$ cat src/exe_defs.svh
`ifndef EXE_DEFS_SVH
`define EXE_DEFS_SVH

// ======================================================================
// execute stage sizing
// ======================================================================

// operand and result width
`define EXE_XLEN        32

// rob tag, eight-entry reorder buffer
`define EXE_TAG_W       3

// physical destination register index
`define EXE_RD_W        7

// alu, mul, div, one result slot each
`define EXE_NUM_FU      3

// multiplier pipeline depth
`define EXE_MUL_STAGES  3

`endif

$ cat src/exe_pkg.sv
`default_nettype none

`include "exe_defs.svh"

package exe_pkg;

    // unit select, value doubles as slot index
    typedef enum logic [1:0] {
        FU_ALU = 2'd0,
        FU_MUL = 2'd1,
        FU_DIV = 2'd2
    } fu_sel_e;

    typedef enum logic [3:0] {
        ADD, SUB, AND, OR, XOR, SLL, SRL, SRA, SLT, SLTU,
        MUL, MULH, MULHU, DIV, DIVU, REM
    } exe_op_e;

    // remu shares the mulhu code, told apart by unit select
    localparam exe_op_e REMU = MULHU;

    typedef struct packed {
        fu_sel_e                fu_sel;
        exe_op_e                op;
        logic [`EXE_XLEN-1:0]   src_a;
        logic [`EXE_XLEN-1:0]   src_b;
        logic [`EXE_TAG_W-1:0]  tag;
        logic [`EXE_RD_W-1:0]   rd;
    } exe_req_t;

    typedef struct packed {
        logic [`EXE_XLEN-1:0]   data;
        logic [`EXE_TAG_W-1:0]  tag;
        logic [`EXE_RD_W-1:0]   rd;
    } exe_result_t;

endpackage

`default_nettype wire

$ cat src/exe_dispatch.sv
`timescale 1ns/1ps
`default_nettype none

`include "exe_defs.svh"

module exe_dispatch (
    input  logic                    i_valid,
    input  exe_pkg::exe_req_t       i_req,
    input  logic [`EXE_NUM_FU-1:0]  i_unit_ready,
    output logic                    o_ready,
    output logic [`EXE_NUM_FU-1:0]  o_unit_valid
);

    // one valid per unit, only the addressed one
    always_comb begin
        o_unit_valid = '0;
        for (int k = 0; k < `EXE_NUM_FU; k++) begin
            o_unit_valid[k] = i_valid && (i_req.fu_sel == k);
        end
    end

    // stage ready is the addressed unit's ready
    // an unknown select is never accepted
    assign o_ready = (i_req.fu_sel < `EXE_NUM_FU) ? i_unit_ready[i_req.fu_sel] : 1'b0;

    // a valid request always names one of the units
    always_comb begin
        if (i_valid) begin
            assert (i_req.fu_sel < `EXE_NUM_FU)
            else $error("valid request names no functional unit");
        end
    end

endmodule

`default_nettype wire

$ cat src/exe_alu.sv
`timescale 1ns/1ps
`default_nettype none

`include "exe_defs.svh"

module exe_alu (
    input  logic                    i_valid,
    input  exe_pkg::exe_req_t       i_req,
    input  logic                    i_slot_ready,
    output logic                    o_ready,
    output logic                    o_valid,
    output exe_pkg::exe_result_t    o_result
);

    import exe_pkg::*;

    localparam int SHAMT_W = $clog2(`EXE_XLEN);

    logic [SHAMT_W-1:0]     shamt;
    logic [`EXE_XLEN-1:0]   res;

    assign shamt = i_req.src_b[SHAMT_W-1:0];

    always_comb begin
        case (i_req.op)
            ADD:     res = i_req.src_a + i_req.src_b;
            SUB:     res = i_req.src_a - i_req.src_b;
            AND:     res = i_req.src_a & i_req.src_b;
            OR:      res = i_req.src_a | i_req.src_b;
            XOR:     res = i_req.src_a ^ i_req.src_b;
            SLL:     res = i_req.src_a << shamt;
            SRL:     res = i_req.src_a >> shamt;
            SRA:     res = $signed(i_req.src_a) >>> shamt;
            SLT:     res = {{(`EXE_XLEN-1){1'b0}}, $signed(i_req.src_a) < $signed(i_req.src_b)};
            SLTU:    res = {{(`EXE_XLEN-1){1'b0}}, i_req.src_a < i_req.src_b};
            default: res = '0;
        endcase
    end

    // no storage here, so ready is the slot's ready
    assign o_ready       = i_slot_ready;
    assign o_valid       = i_valid && i_slot_ready;
    assign o_result.data = res;
    assign o_result.tag  = i_req.tag;
    assign o_result.rd   = i_req.rd;

endmodule

`default_nettype wire

$ cat src/exe_mul.sv
`timescale 1ns/1ps
`default_nettype none

`include "exe_defs.svh"

module exe_mul (
    input  logic                    clk,
    input  logic                    rst,
    input  logic                    i_valid,
    input  exe_pkg::exe_req_t       i_req,
    input  logic                    i_slot_ready,
    output logic                    o_ready,
    output logic                    o_valid,
    output exe_pkg::exe_result_t    o_result
);

    import exe_pkg::*;

    localparam int NS = `EXE_MUL_STAGES;

    typedef struct packed {
        logic [2*`EXE_XLEN-1:0] prod;
        logic                   hi;
        logic [`EXE_TAG_W-1:0]  tag;
        logic [`EXE_RD_W-1:0]   rd;
    } mul_stage_t;

    logic signed [`EXE_XLEN:0]      ext_a;
    logic signed [`EXE_XLEN:0]      ext_b;
    logic signed [2*`EXE_XLEN+1:0]  full;
    logic                           sext;
    mul_stage_t                     stg_in;
    mul_stage_t                     stg_q [NS];
    logic [NS-1:0]                  vld_q;

    // mulh is signed x signed, mulhu unsigned, mul takes the low half of either
    assign sext  = (i_req.op == MULH);
    assign ext_a = {sext & i_req.src_a[`EXE_XLEN-1], i_req.src_a};
    assign ext_b = {sext & i_req.src_b[`EXE_XLEN-1], i_req.src_b};
    assign full  = ext_a * ext_b;

    assign stg_in.prod = full[2*`EXE_XLEN-1:0];
    assign stg_in.hi   = (i_req.op == MULH) || (i_req.op == MULHU);
    assign stg_in.tag  = i_req.tag;
    assign stg_in.rd   = i_req.rd;

    // ======================================================================
    // pipeline, frozen as a whole while the slot holds
    // ======================================================================
    always_ff @(posedge clk) begin
        if (rst) begin
            vld_q <= '0;
        end else if (i_slot_ready) begin
            vld_q <= {vld_q[NS-2:0], i_valid};
        end
    end

    always_ff @(posedge clk) begin
        if (i_slot_ready) begin
            stg_q[0] <= stg_in;
            for (int k = 1; k < NS; k++) begin
                stg_q[k] <= stg_q[k-1];
            end
        end
    end

    assign o_ready       = i_slot_ready;
    assign o_valid       = vld_q[NS-1] && i_slot_ready;
    assign o_result.data = stg_q[NS-1].hi ? stg_q[NS-1].prod[2*`EXE_XLEN-1:`EXE_XLEN]
                                          : stg_q[NS-1].prod[`EXE_XLEN-1:0];
    assign o_result.tag  = stg_q[NS-1].tag;
    assign o_result.rd   = stg_q[NS-1].rd;

endmodule

`default_nettype wire

$ cat src/exe_div.sv
`timescale 1ns/1ps
`default_nettype none

`include "exe_defs.svh"

module exe_div (
    input  logic                    clk,
    input  logic                    rst,
    input  logic                    i_valid,
    input  exe_pkg::exe_req_t       i_req,
    input  logic                    i_slot_ready,
    output logic                    o_ready,
    output logic                    o_valid,
    output exe_pkg::exe_result_t    o_result
);

    import exe_pkg::*;

    localparam int XL    = `EXE_XLEN;
    localparam int CNT_W = $clog2(XL) + 1;

    typedef enum logic [1:0] {S_IDLE, S_BUSY, S_DONE} div_state_e;

    div_state_e         state_q;
    logic [CNT_W-1:0]   cnt_q;
    logic [XL-1:0]      quo_q;
    logic [XL-1:0]      rem_q;
    logic [XL-1:0]      dvs_q;
    logic               neg_quo_q;
    logic               neg_rem_q;
    logic               want_rem_q;
    logic               dvz_q;
    exe_result_t        res_q;
    logic               accept;
    logic               sgn;
    logic               a_neg;
    logic               b_neg;
    logic [XL:0]        shifted;
    logic [XL+1:0]      diff;

    assign accept = i_valid && o_ready;
    assign sgn    = (i_req.op == DIV) || (i_req.op == REM);
    assign a_neg  = sgn && i_req.src_a[XL-1];
    assign b_neg  = sgn && i_req.src_b[XL-1];

    // one restoring step: shift in next dividend bit, trial subtract
    assign shifted = {rem_q, quo_q[XL-1]};
    assign diff    = {1'b0, shifted} - {2'b0, dvs_q};

    always_ff @(posedge clk) begin
        if (rst) begin
            state_q <= S_IDLE;
            cnt_q   <= '0;
        end else begin
            case (state_q)
                S_IDLE: begin
                    if (accept) begin
                        state_q <= S_BUSY;
                        cnt_q   <= '0;
                    end
                end
                S_BUSY: begin
                    cnt_q <= cnt_q + 1'b1;
                    // the cycle after the last step is the sign fix-up
                    if (cnt_q[CNT_W-1]) begin
                        state_q <= S_DONE;
                    end
                end
                default: begin
                    if (i_slot_ready) begin
                        state_q <= S_IDLE;
                    end
                end
            endcase
        end
    end

    // ======================================================================
    // datapath on magnitudes
    // ======================================================================
    always_ff @(posedge clk) begin
        if (accept) begin
            quo_q      <= a_neg ? -i_req.src_a : i_req.src_a;
            rem_q      <= '0;
            dvs_q      <= b_neg ? -i_req.src_b : i_req.src_b;
            neg_quo_q  <= a_neg ^ b_neg;
            neg_rem_q  <= a_neg;
            want_rem_q <= (i_req.op == REM) || (i_req.op == REMU);
            dvz_q      <= (i_req.src_b == '0);
            res_q.tag  <= i_req.tag;
            res_q.rd   <= i_req.rd;
        end else if (state_q == S_BUSY && !cnt_q[CNT_W-1]) begin
            quo_q <= {quo_q[XL-2:0], !diff[XL+1]};
            rem_q <= diff[XL+1] ? shifted[XL-1:0] : diff[XL-1:0];
        end else if (state_q == S_BUSY) begin
            // remainder of a zero divisor already equals the dividend
            if (want_rem_q) begin
                res_q.data <= neg_rem_q ? -rem_q : rem_q;
            end else if (dvz_q) begin
                res_q.data <= '1;
            end else begin
                res_q.data <= neg_quo_q ? -quo_q : quo_q;
            end
        end
    end

    assign o_ready  = (state_q == S_IDLE);
    assign o_valid  = (state_q == S_DONE) && i_slot_ready;
    assign o_result = res_q;

    // a request that meets a busy divider waits unchanged until taken
    a_req_held_while_busy: assert property (
        @(posedge clk) disable iff (rst)
        i_valid && !o_ready |=> !i_valid || $stable(i_req)
    ) else $error("request changed while waiting on the busy divider");

endmodule

`default_nettype wire

$ cat src/exe_result_slot.sv
`timescale 1ns/1ps
`default_nettype none

module exe_result_slot (
    input  logic                    clk,
    input  logic                    rst,
    input  logic                    i_valid,
    input  exe_pkg::exe_result_t    i_result,
    input  logic                    i_grant,
    output logic                    o_unit_ready,
    output logic                    o_valid,
    output exe_pkg::exe_result_t    o_result
);

    import exe_pkg::*;

    logic           bypass_q;
    exe_result_t    hold_q;

    // bypass -> hold on a lost arbitration, hold -> bypass on grant
    always_ff @(posedge clk) begin
        if (rst) begin
            bypass_q <= 1'b1;
        end else if (bypass_q) begin
            if (i_valid && !i_grant) begin
                bypass_q <= 1'b0;
            end
        end else if (i_grant) begin
            bypass_q <= 1'b1;
        end
    end

    always_ff @(posedge clk) begin
        if (bypass_q && i_valid && !i_grant) begin
            hold_q <= i_result;
        end
    end

    assign o_unit_ready = bypass_q;
    assign o_valid      = bypass_q ? i_valid : 1'b1;
    assign o_result     = bypass_q ? i_result : hold_q;

    // the unit must stall while the slot holds
    a_no_input_in_hold: assert property (
        @(posedge clk) disable iff (rst)
        !bypass_q |-> !i_valid
    ) else $error("unit result arrived while slot was holding");

endmodule

`default_nettype wire

$ cat src/exe_wb_arbiter.sv
`timescale 1ns/1ps
`default_nettype none

`include "exe_defs.svh"

module exe_wb_arbiter (
    input  logic                    clk,
    input  logic                    rst,
    input  logic [`EXE_NUM_FU-1:0]  i_slot_valid,
    input  exe_pkg::exe_result_t    i_slot_result [`EXE_NUM_FU],
    output logic [`EXE_NUM_FU-1:0]  o_grant,
    output logic                    o_wb_valid,
    output exe_pkg::exe_result_t    o_wb_result
);

    import exe_pkg::*;

    exe_result_t            win_result;
    logic [`EXE_NUM_FU-1:0] lost;

    // ======================================================================
    // fixed priority, higher slot index wins (div > mul > alu)
    // ======================================================================
    always_comb begin
        o_grant    = '0;
        win_result = i_slot_result[0];
        for (int k = 0; k < `EXE_NUM_FU; k++) begin
            if (i_slot_valid[k]) begin
                o_grant    = '0;
                o_grant[k] = 1'b1;
                win_result = i_slot_result[k];
            end
        end
    end

    // writeback register, never stalls
    always_ff @(posedge clk) begin
        if (rst) begin
            o_wb_valid <= 1'b0;
        end else begin
            o_wb_valid <= |o_grant;
        end
    end

    always_ff @(posedge clk) begin
        if (|o_grant) begin
            o_wb_result <= win_result;
        end
    end

    // slots that had a result but lost this cycle
    assign lost = i_slot_valid & ~o_grant;

    // a losing slot still offers its result on the next cycle
    a_loser_kept: assert property (
        @(posedge clk) disable iff (rst)
        (|lost) |=> ((i_slot_valid & $past(lost)) == $past(lost))
    ) else $error("slot dropped a result that lost arbitration");

endmodule

`default_nettype wire

$ cat src/exe_stage.sv
`timescale 1ns/1ps
`default_nettype none

`include "exe_defs.svh"

module exe_stage (
    input  logic                    clk,
    input  logic                    rst,
    input  logic                    i_valid,
    input  exe_pkg::exe_req_t       i_req,
    output logic                    o_ready,
    output logic                    o_wb_valid,
    output exe_pkg::exe_result_t    o_wb_result
);

    import exe_pkg::*;

    logic [`EXE_NUM_FU-1:0] unit_valid;
    logic [`EXE_NUM_FU-1:0] unit_ready;
    logic [`EXE_NUM_FU-1:0] res_valid;
    exe_result_t            unit_res [`EXE_NUM_FU];
    logic [`EXE_NUM_FU-1:0] slot_ready;
    logic [`EXE_NUM_FU-1:0] slot_valid;
    exe_result_t            slot_res [`EXE_NUM_FU];
    logic [`EXE_NUM_FU-1:0] grant;

    exe_dispatch dispatch_i (
        .i_valid      (i_valid),
        .i_req        (i_req),
        .i_unit_ready (unit_ready),
        .o_ready      (o_ready),
        .o_unit_valid (unit_valid)
    );

    // ======================================================================
    // functional units
    // ======================================================================
    exe_alu alu_i (
        .i_valid      (unit_valid[FU_ALU]),
        .i_req        (i_req),
        .i_slot_ready (slot_ready[FU_ALU]),
        .o_ready      (unit_ready[FU_ALU]),
        .o_valid      (res_valid[FU_ALU]),
        .o_result     (unit_res[FU_ALU])
    );

    exe_mul mul_i (
        .clk          (clk),
        .rst          (rst),
        .i_valid      (unit_valid[FU_MUL]),
        .i_req        (i_req),
        .i_slot_ready (slot_ready[FU_MUL]),
        .o_ready      (unit_ready[FU_MUL]),
        .o_valid      (res_valid[FU_MUL]),
        .o_result     (unit_res[FU_MUL])
    );

    exe_div div_i (
        .clk          (clk),
        .rst          (rst),
        .i_valid      (unit_valid[FU_DIV]),
        .i_req        (i_req),
        .i_slot_ready (slot_ready[FU_DIV]),
        .o_ready      (unit_ready[FU_DIV]),
        .o_valid      (res_valid[FU_DIV]),
        .o_result     (unit_res[FU_DIV])
    );

    // one result slot per unit
    for (genvar g = 0; g < `EXE_NUM_FU; g++) begin : g_slot
        exe_result_slot slot_i (
            .clk          (clk),
            .rst          (rst),
            .i_valid      (res_valid[g]),
            .i_result     (unit_res[g]),
            .i_grant      (grant[g]),
            .o_unit_ready (slot_ready[g]),
            .o_valid      (slot_valid[g]),
            .o_result     (slot_res[g])
        );
    end

    exe_wb_arbiter wb_arbiter_i (
        .clk           (clk),
        .rst           (rst),
        .i_slot_valid  (slot_valid),
        .i_slot_result (slot_res),
        .o_grant       (grant),
        .o_wb_valid    (o_wb_valid),
        .o_wb_result   (o_wb_result)
    );

endmodule

`default_nettype wire

$ cat config.mk
export PLATFORM = sky130hd
export DESIGN_NAME = exe_stage
export DESIGN_NICKNAME = d
export VERILOG_FILES = /design/src/exe_pkg.sv /design/src/exe_dispatch.sv /design/src/exe_alu.sv /design/src/exe_mul.sv /design/src/exe_div.sv /design/src/exe_result_slot.sv /design/src/exe_wb_arbiter.sv /design/src/exe_stage.sv
export VERILOG_INCLUDE_DIRS = /design/src
export SDC_FILE = /design/constraint.sdc
export NUM_CORES = 2
export LEC_CHECK = 0
export BUFFER_PORTS_ARGS = -buffer_cell sky130_fd_sc_hd__buf_2
export CORE_MARGIN = 5
export CORE_UTILIZATION = 65
export CTS_CLUSTER_DIAMETER = 60
export DETAILED_ROUTE_END_ITERATION = 10
export PLACE_DENSITY = 0.82
export SYNTH_ARGS = -nofsm -noshare
export SYNTH_HDL_FRONTEND = slang
export SYNTH_SLANG_ARGS = --single-unit
$ cat constraint.sdc
create_clock -name clk -period 12.9 [get_ports clk]
set_input_delay 2.58 -clock clk [delete_from_list [all_inputs] [get_ports clk]]
set_output_delay 2.58 -clock clk [all_outputs]
set_load 0.02 [all_outputs]
[Word-level counts from Yosys, hierarchy flattened]
Memories as Yosys holds them, arrays and structs flattened.
Cells that the tools add are included.
Cells by class
  add/subtract/negate cells: 8
  $mul: 1
  order comparisons: 4
  equality and inequality tests: 19
  shift operators: 3
  mux-type cells: 42
  bitwise gates (word level): 8
  reduce and logical (&&, ||, !) cells: 38
Operators by type and width (number)
  $mux W32: 10
  $pmux W32 S10: 1
  $mux W42: 5
  $neg A32 Y32: 4
  $lt A32 B32 Y1: 2
  $mul A33 B33 Y64: 1
  $sub A33 B32 Y34: 1
  $add A32 B32 Y32: 1
  $and A32 B32 Y32: 1
  $logic_not A32 Y1: 1
  $or A32 B32 Y32: 1
  $shl A32 B5 Y32: 1
  $shr A32 B5 Y32: 1
  $sshr A32 B5 Y32: 1
  $sub A32 B32 Y32: 1
  $xor A32 B32 Y32: 1
  $eq A4 B4 Y1 const B: 6
  $logic_and A1 B1 Y1: 19
  $mux W1: 17
  $eq A4 B3 Y1 const B: 4
  $pmux W6 S2: 1
  $eq A4 B2 Y1 const B: 2
  $mux W2: 4
  $add A6 B1 Y6 const B: 1
  23 further kinds: 36
Storage, ports and cells
  flip-flop bits (word level): 325
  memory bits (writable): 225
  input bits: 83
  output and inout port bits: 44
  word-level logic and storage cells: 153
  memories: 1
Memory list
  mul_i.stg_q: words 3, width 75, read ports 3, clocked after Yosys merged registers in 0, wr ports 3, RTL line exe_mul.sv:33  | mul_stage_t stg_q [NS];

[Logic depth before layout (Yosys ltp)]
  word-level depth: 11
  gate-level depth with buffers: 34
  gate-level depth less buffers: 29

[Modules after synthesis]
A second synthesis with hierarchy kept.
Second synthesis, totals
  cells, all modules: 7171
  area, all modules: 71762.6 µm²
Modules (own cells, without submodules)
  exe_mul: instances 1, cells each 4430, area each 44958.1 µm², sequential area each 6816.5 µm²
  exe_div: instances 1, cells each 1054, area each 9825.7 µm², sequential area each 4103.9 µm²
  exe_alu: instances 1, cells each 1208, area each 8655.8 µm², sequential area each 0.0 µm²
  exe_result_slot: instances 3, cells each 95, area each 2014.4 µm², sequential area each 1281.2 µm²
  exe_wb_arbiter: instances 1, cells each 188, area each 2229.6 µm², sequential area each 1281.2 µm²
  exe_dispatch: instances 1, cells each 6, area each 50.0 µm², sequential area each 0.0 µm²

[Least setup slack after synthesis]
No wires, ideal clock.
  kind: input port to flip-flop
  from: input i_req[10] in the netlist's numbering
  to: memory mul_i.stg_q[0][72] in the netlist's numbering, data pin
  setup time: 0.270 ns
  data arrival time: 10.599 ns
  data required time: 12.630 ns
  slack: 2.031 ns
  cell stages on the path: 29
  path buffers: 6
  cells stage by stage: buf_4 > buf_4 > buf_4 > buf_4 > buf_2 > inv_2 > buf_1 > nor2_1 > fa_1 > inv_1 > fa_1 > inv_1 > fa_1 > fa_1 > fa_1 > fa_1 > inv_1 > fa_1 > inv_1 > fa_1 > ha_1 > nand2_1 > or4b_1 > a2111oi_1 > o21ba_2 > o211ai_1 > o31ai_1 > a31o_2 > o211ai_1
RTL lines
  from (decl): RTL line exe_stage.sv:10  | input exe_pkg::exe_req_t i_req,
  to (decl): RTL line exe_mul.sv:33

==> reports/metrics.yaml <==
synthesis:
  synth_top_family_by_area: "adder cells"
  synth_compound_area_frac: 0.103
  synthTopCellsByArea: "fa_1 (32%), edfxtp_1 (22%), inv_1 (6.7%)"
  synthXorXnorAreaFrac: 0.0283
  avgSynthCellArea_um2: 9.61
  synth_fa_ha_area_frac: 0.386
  yosysTopAreaCell: "fa_1"
  yosysWarnings: 0
  ys_types: 93
  synth_flop_cell: "edfxtp_1"
  yosysMostFrequentCell: "inv_1"
  synthSimpleGateAreaFrac: 0.123
  syn_area_um2: 69700
  synthMuxAreaShare: 0.0368
  synthTopCellsByCount: "inv_1 (1,246), fa_1 (1,128), nand2_1 (934)"
  async_flop_share: 0
  ys_seq_elements: 550
  synth_top_area_share: 0.324
  synth_edf_count: 503
  synth_cells: 7252
  yosysSeqAreaShare: 0.230
timing:
  fin_crit_ns: 11.36
  fin_ws_ns: 1.54
  slew_headroom: -0.0774
  hold_viol_final: 0
  setup_tns_ns: 0
  worstMarginPinSlew_ns: 1.60
  slew_viol_final: 2
  rsz0062_at_grt: "no"
  max_freq_mhz: 88.0
  finalCritPeriodShare: 0.881
  setup_viol: 0
  clock_skew_ns: 0.0467
global_route:
  antenna_found_initial: 23
  grt_pass1_wl_mm: 398
  grt_use_total: 0.486
  grt_pass1_vias: 59896
  grt_max_degree: 85
  grt_overflow: 0
route:
  routed_wl_mm: 275
  postRouteAntennaNets: 0
  dr.pass1.iters: 7
  drc: 0
  wl_per_cell_um: 31.5
  drt_first_iter_violations: 7757
  via_per_inst: 6.66
  num_vias: 58174
final_layout:
  drive_above_1_share: 0.0848
  nFillCells: 7836
  final-seq-area_um2: 16100
  multi_input_area_um2: 47400
  areaGrowthSynthToFinish_pct: 6.70
  nets: 8831
setup_path:
  path_buf_inv: 8
  cpPeakStageDelay_ns: 0.81
  critPathMostFrequentCell: "fa_1"
  ff2ff_path_depth: 6
  worstPathMaxFanout: 16
  critPathKind: "in -> reg"
  cp-end-kind: "flip-flop"
  path_depth: 26
  critPathArrivalTime_ns: 11.79
  slowest_stage: "a2111oi_1"
  required_ns: 13.33
  critPathLaunchType: "primary input"
  path_delay_family: "adder cells"
floorplan:
  fp-row-count: 120
  die-height_um: 337
  boundaryPins: 127
  die_width_um: 337
  initial_core_util: 0.653
  die_area_um2: 114000
  core_region_area_um2: 107000
clock_network:
  post_cts_buffers: 0
  cts-buffers-inserted: 59
  cts_tree: "done"
  clockBufferDepth: 3
  cts_resized: 0
  cts.htree.levels: 2
  hold_buffers: 0
  cts_root_buf: "clkbuf_16"
  cts.clk_slew.worst_paths_ns: 0.07
  worstSkewPairLatency_ns: 0.69
  clock_sinks: 550
placement:
  finalWeightedCongestion: 1.10
  dp_hpwl_mm: 213
  place_ws_ns: 1.16
  port_buffers: 126
worst_hold_path:
  hold_depth: 0
  worst_hold_path_type: "reg -> reg"
status:
  status: "finished, violations left"
  violations: "capacitance limit, slew limit"
job:
  maxCapViolCount: 1
==> cell families (layout without fill, tap and decap cells) <==
| group | count (synthesis) | count (layout) |
|---|---|---|
| other | 2 | 51 |
| XOR/XNOR | 225 | 225 |
| multiplexers | 169 | 169 |
| AO/OA/AOI/OAI | 1096 | 1096 |
| AND/OR/NAND/NOR | 2035 | 2035 |
| flip-flops | 550 | 550 |
| adder cells (fa/ha/maj) | 1474 | 1474 |
| buffers and inverters | 1701 | 1732 |
==> metal layers <==
metal	vias up	GRT usage	wire, um
met4	18	0.335	25700
met1	28579	0.613	91600
li1	23430	-	-
met5	-	0.00468	173
met2	4833	0.705	115000
met3	1314	0.175	42500
==> registers in the layout, summed over array words and instances (netlist names) <==
register,flops
div_i.neg_quo_q,1
div_i.o_result,42
mul_i.vld_q,3
wb_arbiter_i.o_wb_valid,1
div_i.dvs_q,32
div_i.rem_q,32
div_i.cnt_q,6
div_i.state_q,2
div_i.neg_rem_q,1
mul_i.stg_q,225
wb_arbiter_i.o_wb_result,42
div_i.dvz_q,1
div_i.want_rem_q,1
g_slot.slot_i.o_unit_ready,3
g_slot.slot_i.hold_q,126
div_i.quo_q,32
==> through the flow <==
stage / cell area, um2 / std cells / utilization / hold WS (ns)
2_1_floorplan: 69800 / 7293 / - / 0.400
3_3_place_gp: 72300 / 8616 / 0.677 / 0.400
3_5_place_dp: 72300 / 8616 / 0.677 / 0.405
4_1_cts: 74300 / 8727 / 0.696 / 0.411
5_1_grt: 74300 / 8727 / 0.696 / 0.422
6_report: 74300 / 8735 / 0.696 / 0.410
==> worst paths after layout <==
kind | startpoint | slack, ns | end
max reg2reg | g_slot[1].slot_i.o_unit_ready$_SDFF_PP1_ | 8.60 | wb_arbiter_i.o_wb_result[9]$_DFFE_PP_
min reg2reg | mul_i.stg_q[0][130]$_DFFE_PP_ | 0.41 | mul_i.stg_q[0][205]$_DFFE_PP_
min | mul_i.stg_q[0][130]$_DFFE_PP_ | 0.41 | mul_i.stg_q[0][205]$_DFFE_PP_
max | i_req[56] | 1.54 | mul_i.stg_q[0][72]$_DFFE_PP_
==> area by class of cell <==
type                       instances  share of cell area
antenna                            8            0.000269
multi-input combinational       5042               0.637
tap                             1403              0.0236
timing repair buffer             348              0.0311
inverter                        1273              0.0643
clock buffer                      67              0.0209
clock inverter                    44             0.00628
sequential                       550               0.216
==> layout by cell type (no fill, tap or decap), types with 43 or more instances in the layout <==
cell	count
inv_1	1244
fa_1	1128
nand2_1	932
nor2_1	684
edfxtp_1	503
ha_1	346
o21ai_0	282
a21oi_1	244
buf_4	223
xnor2_1	138
buf_2	124
xor2_1	87
nand3_1	86
nor3_1	83
a21o_1	65
mux2i_1	62
mux4_2	59
clkbuf_16	59
o211ai_1	52
a22oi_1	46
o31ai_1	45
dfxtp_1	44
a211oi_1	43
mux2_2	43
conb_1	43
Power is not shown: default switching activity piles up to over one toggle a cycle in this logic, so the estimate is an artifact.
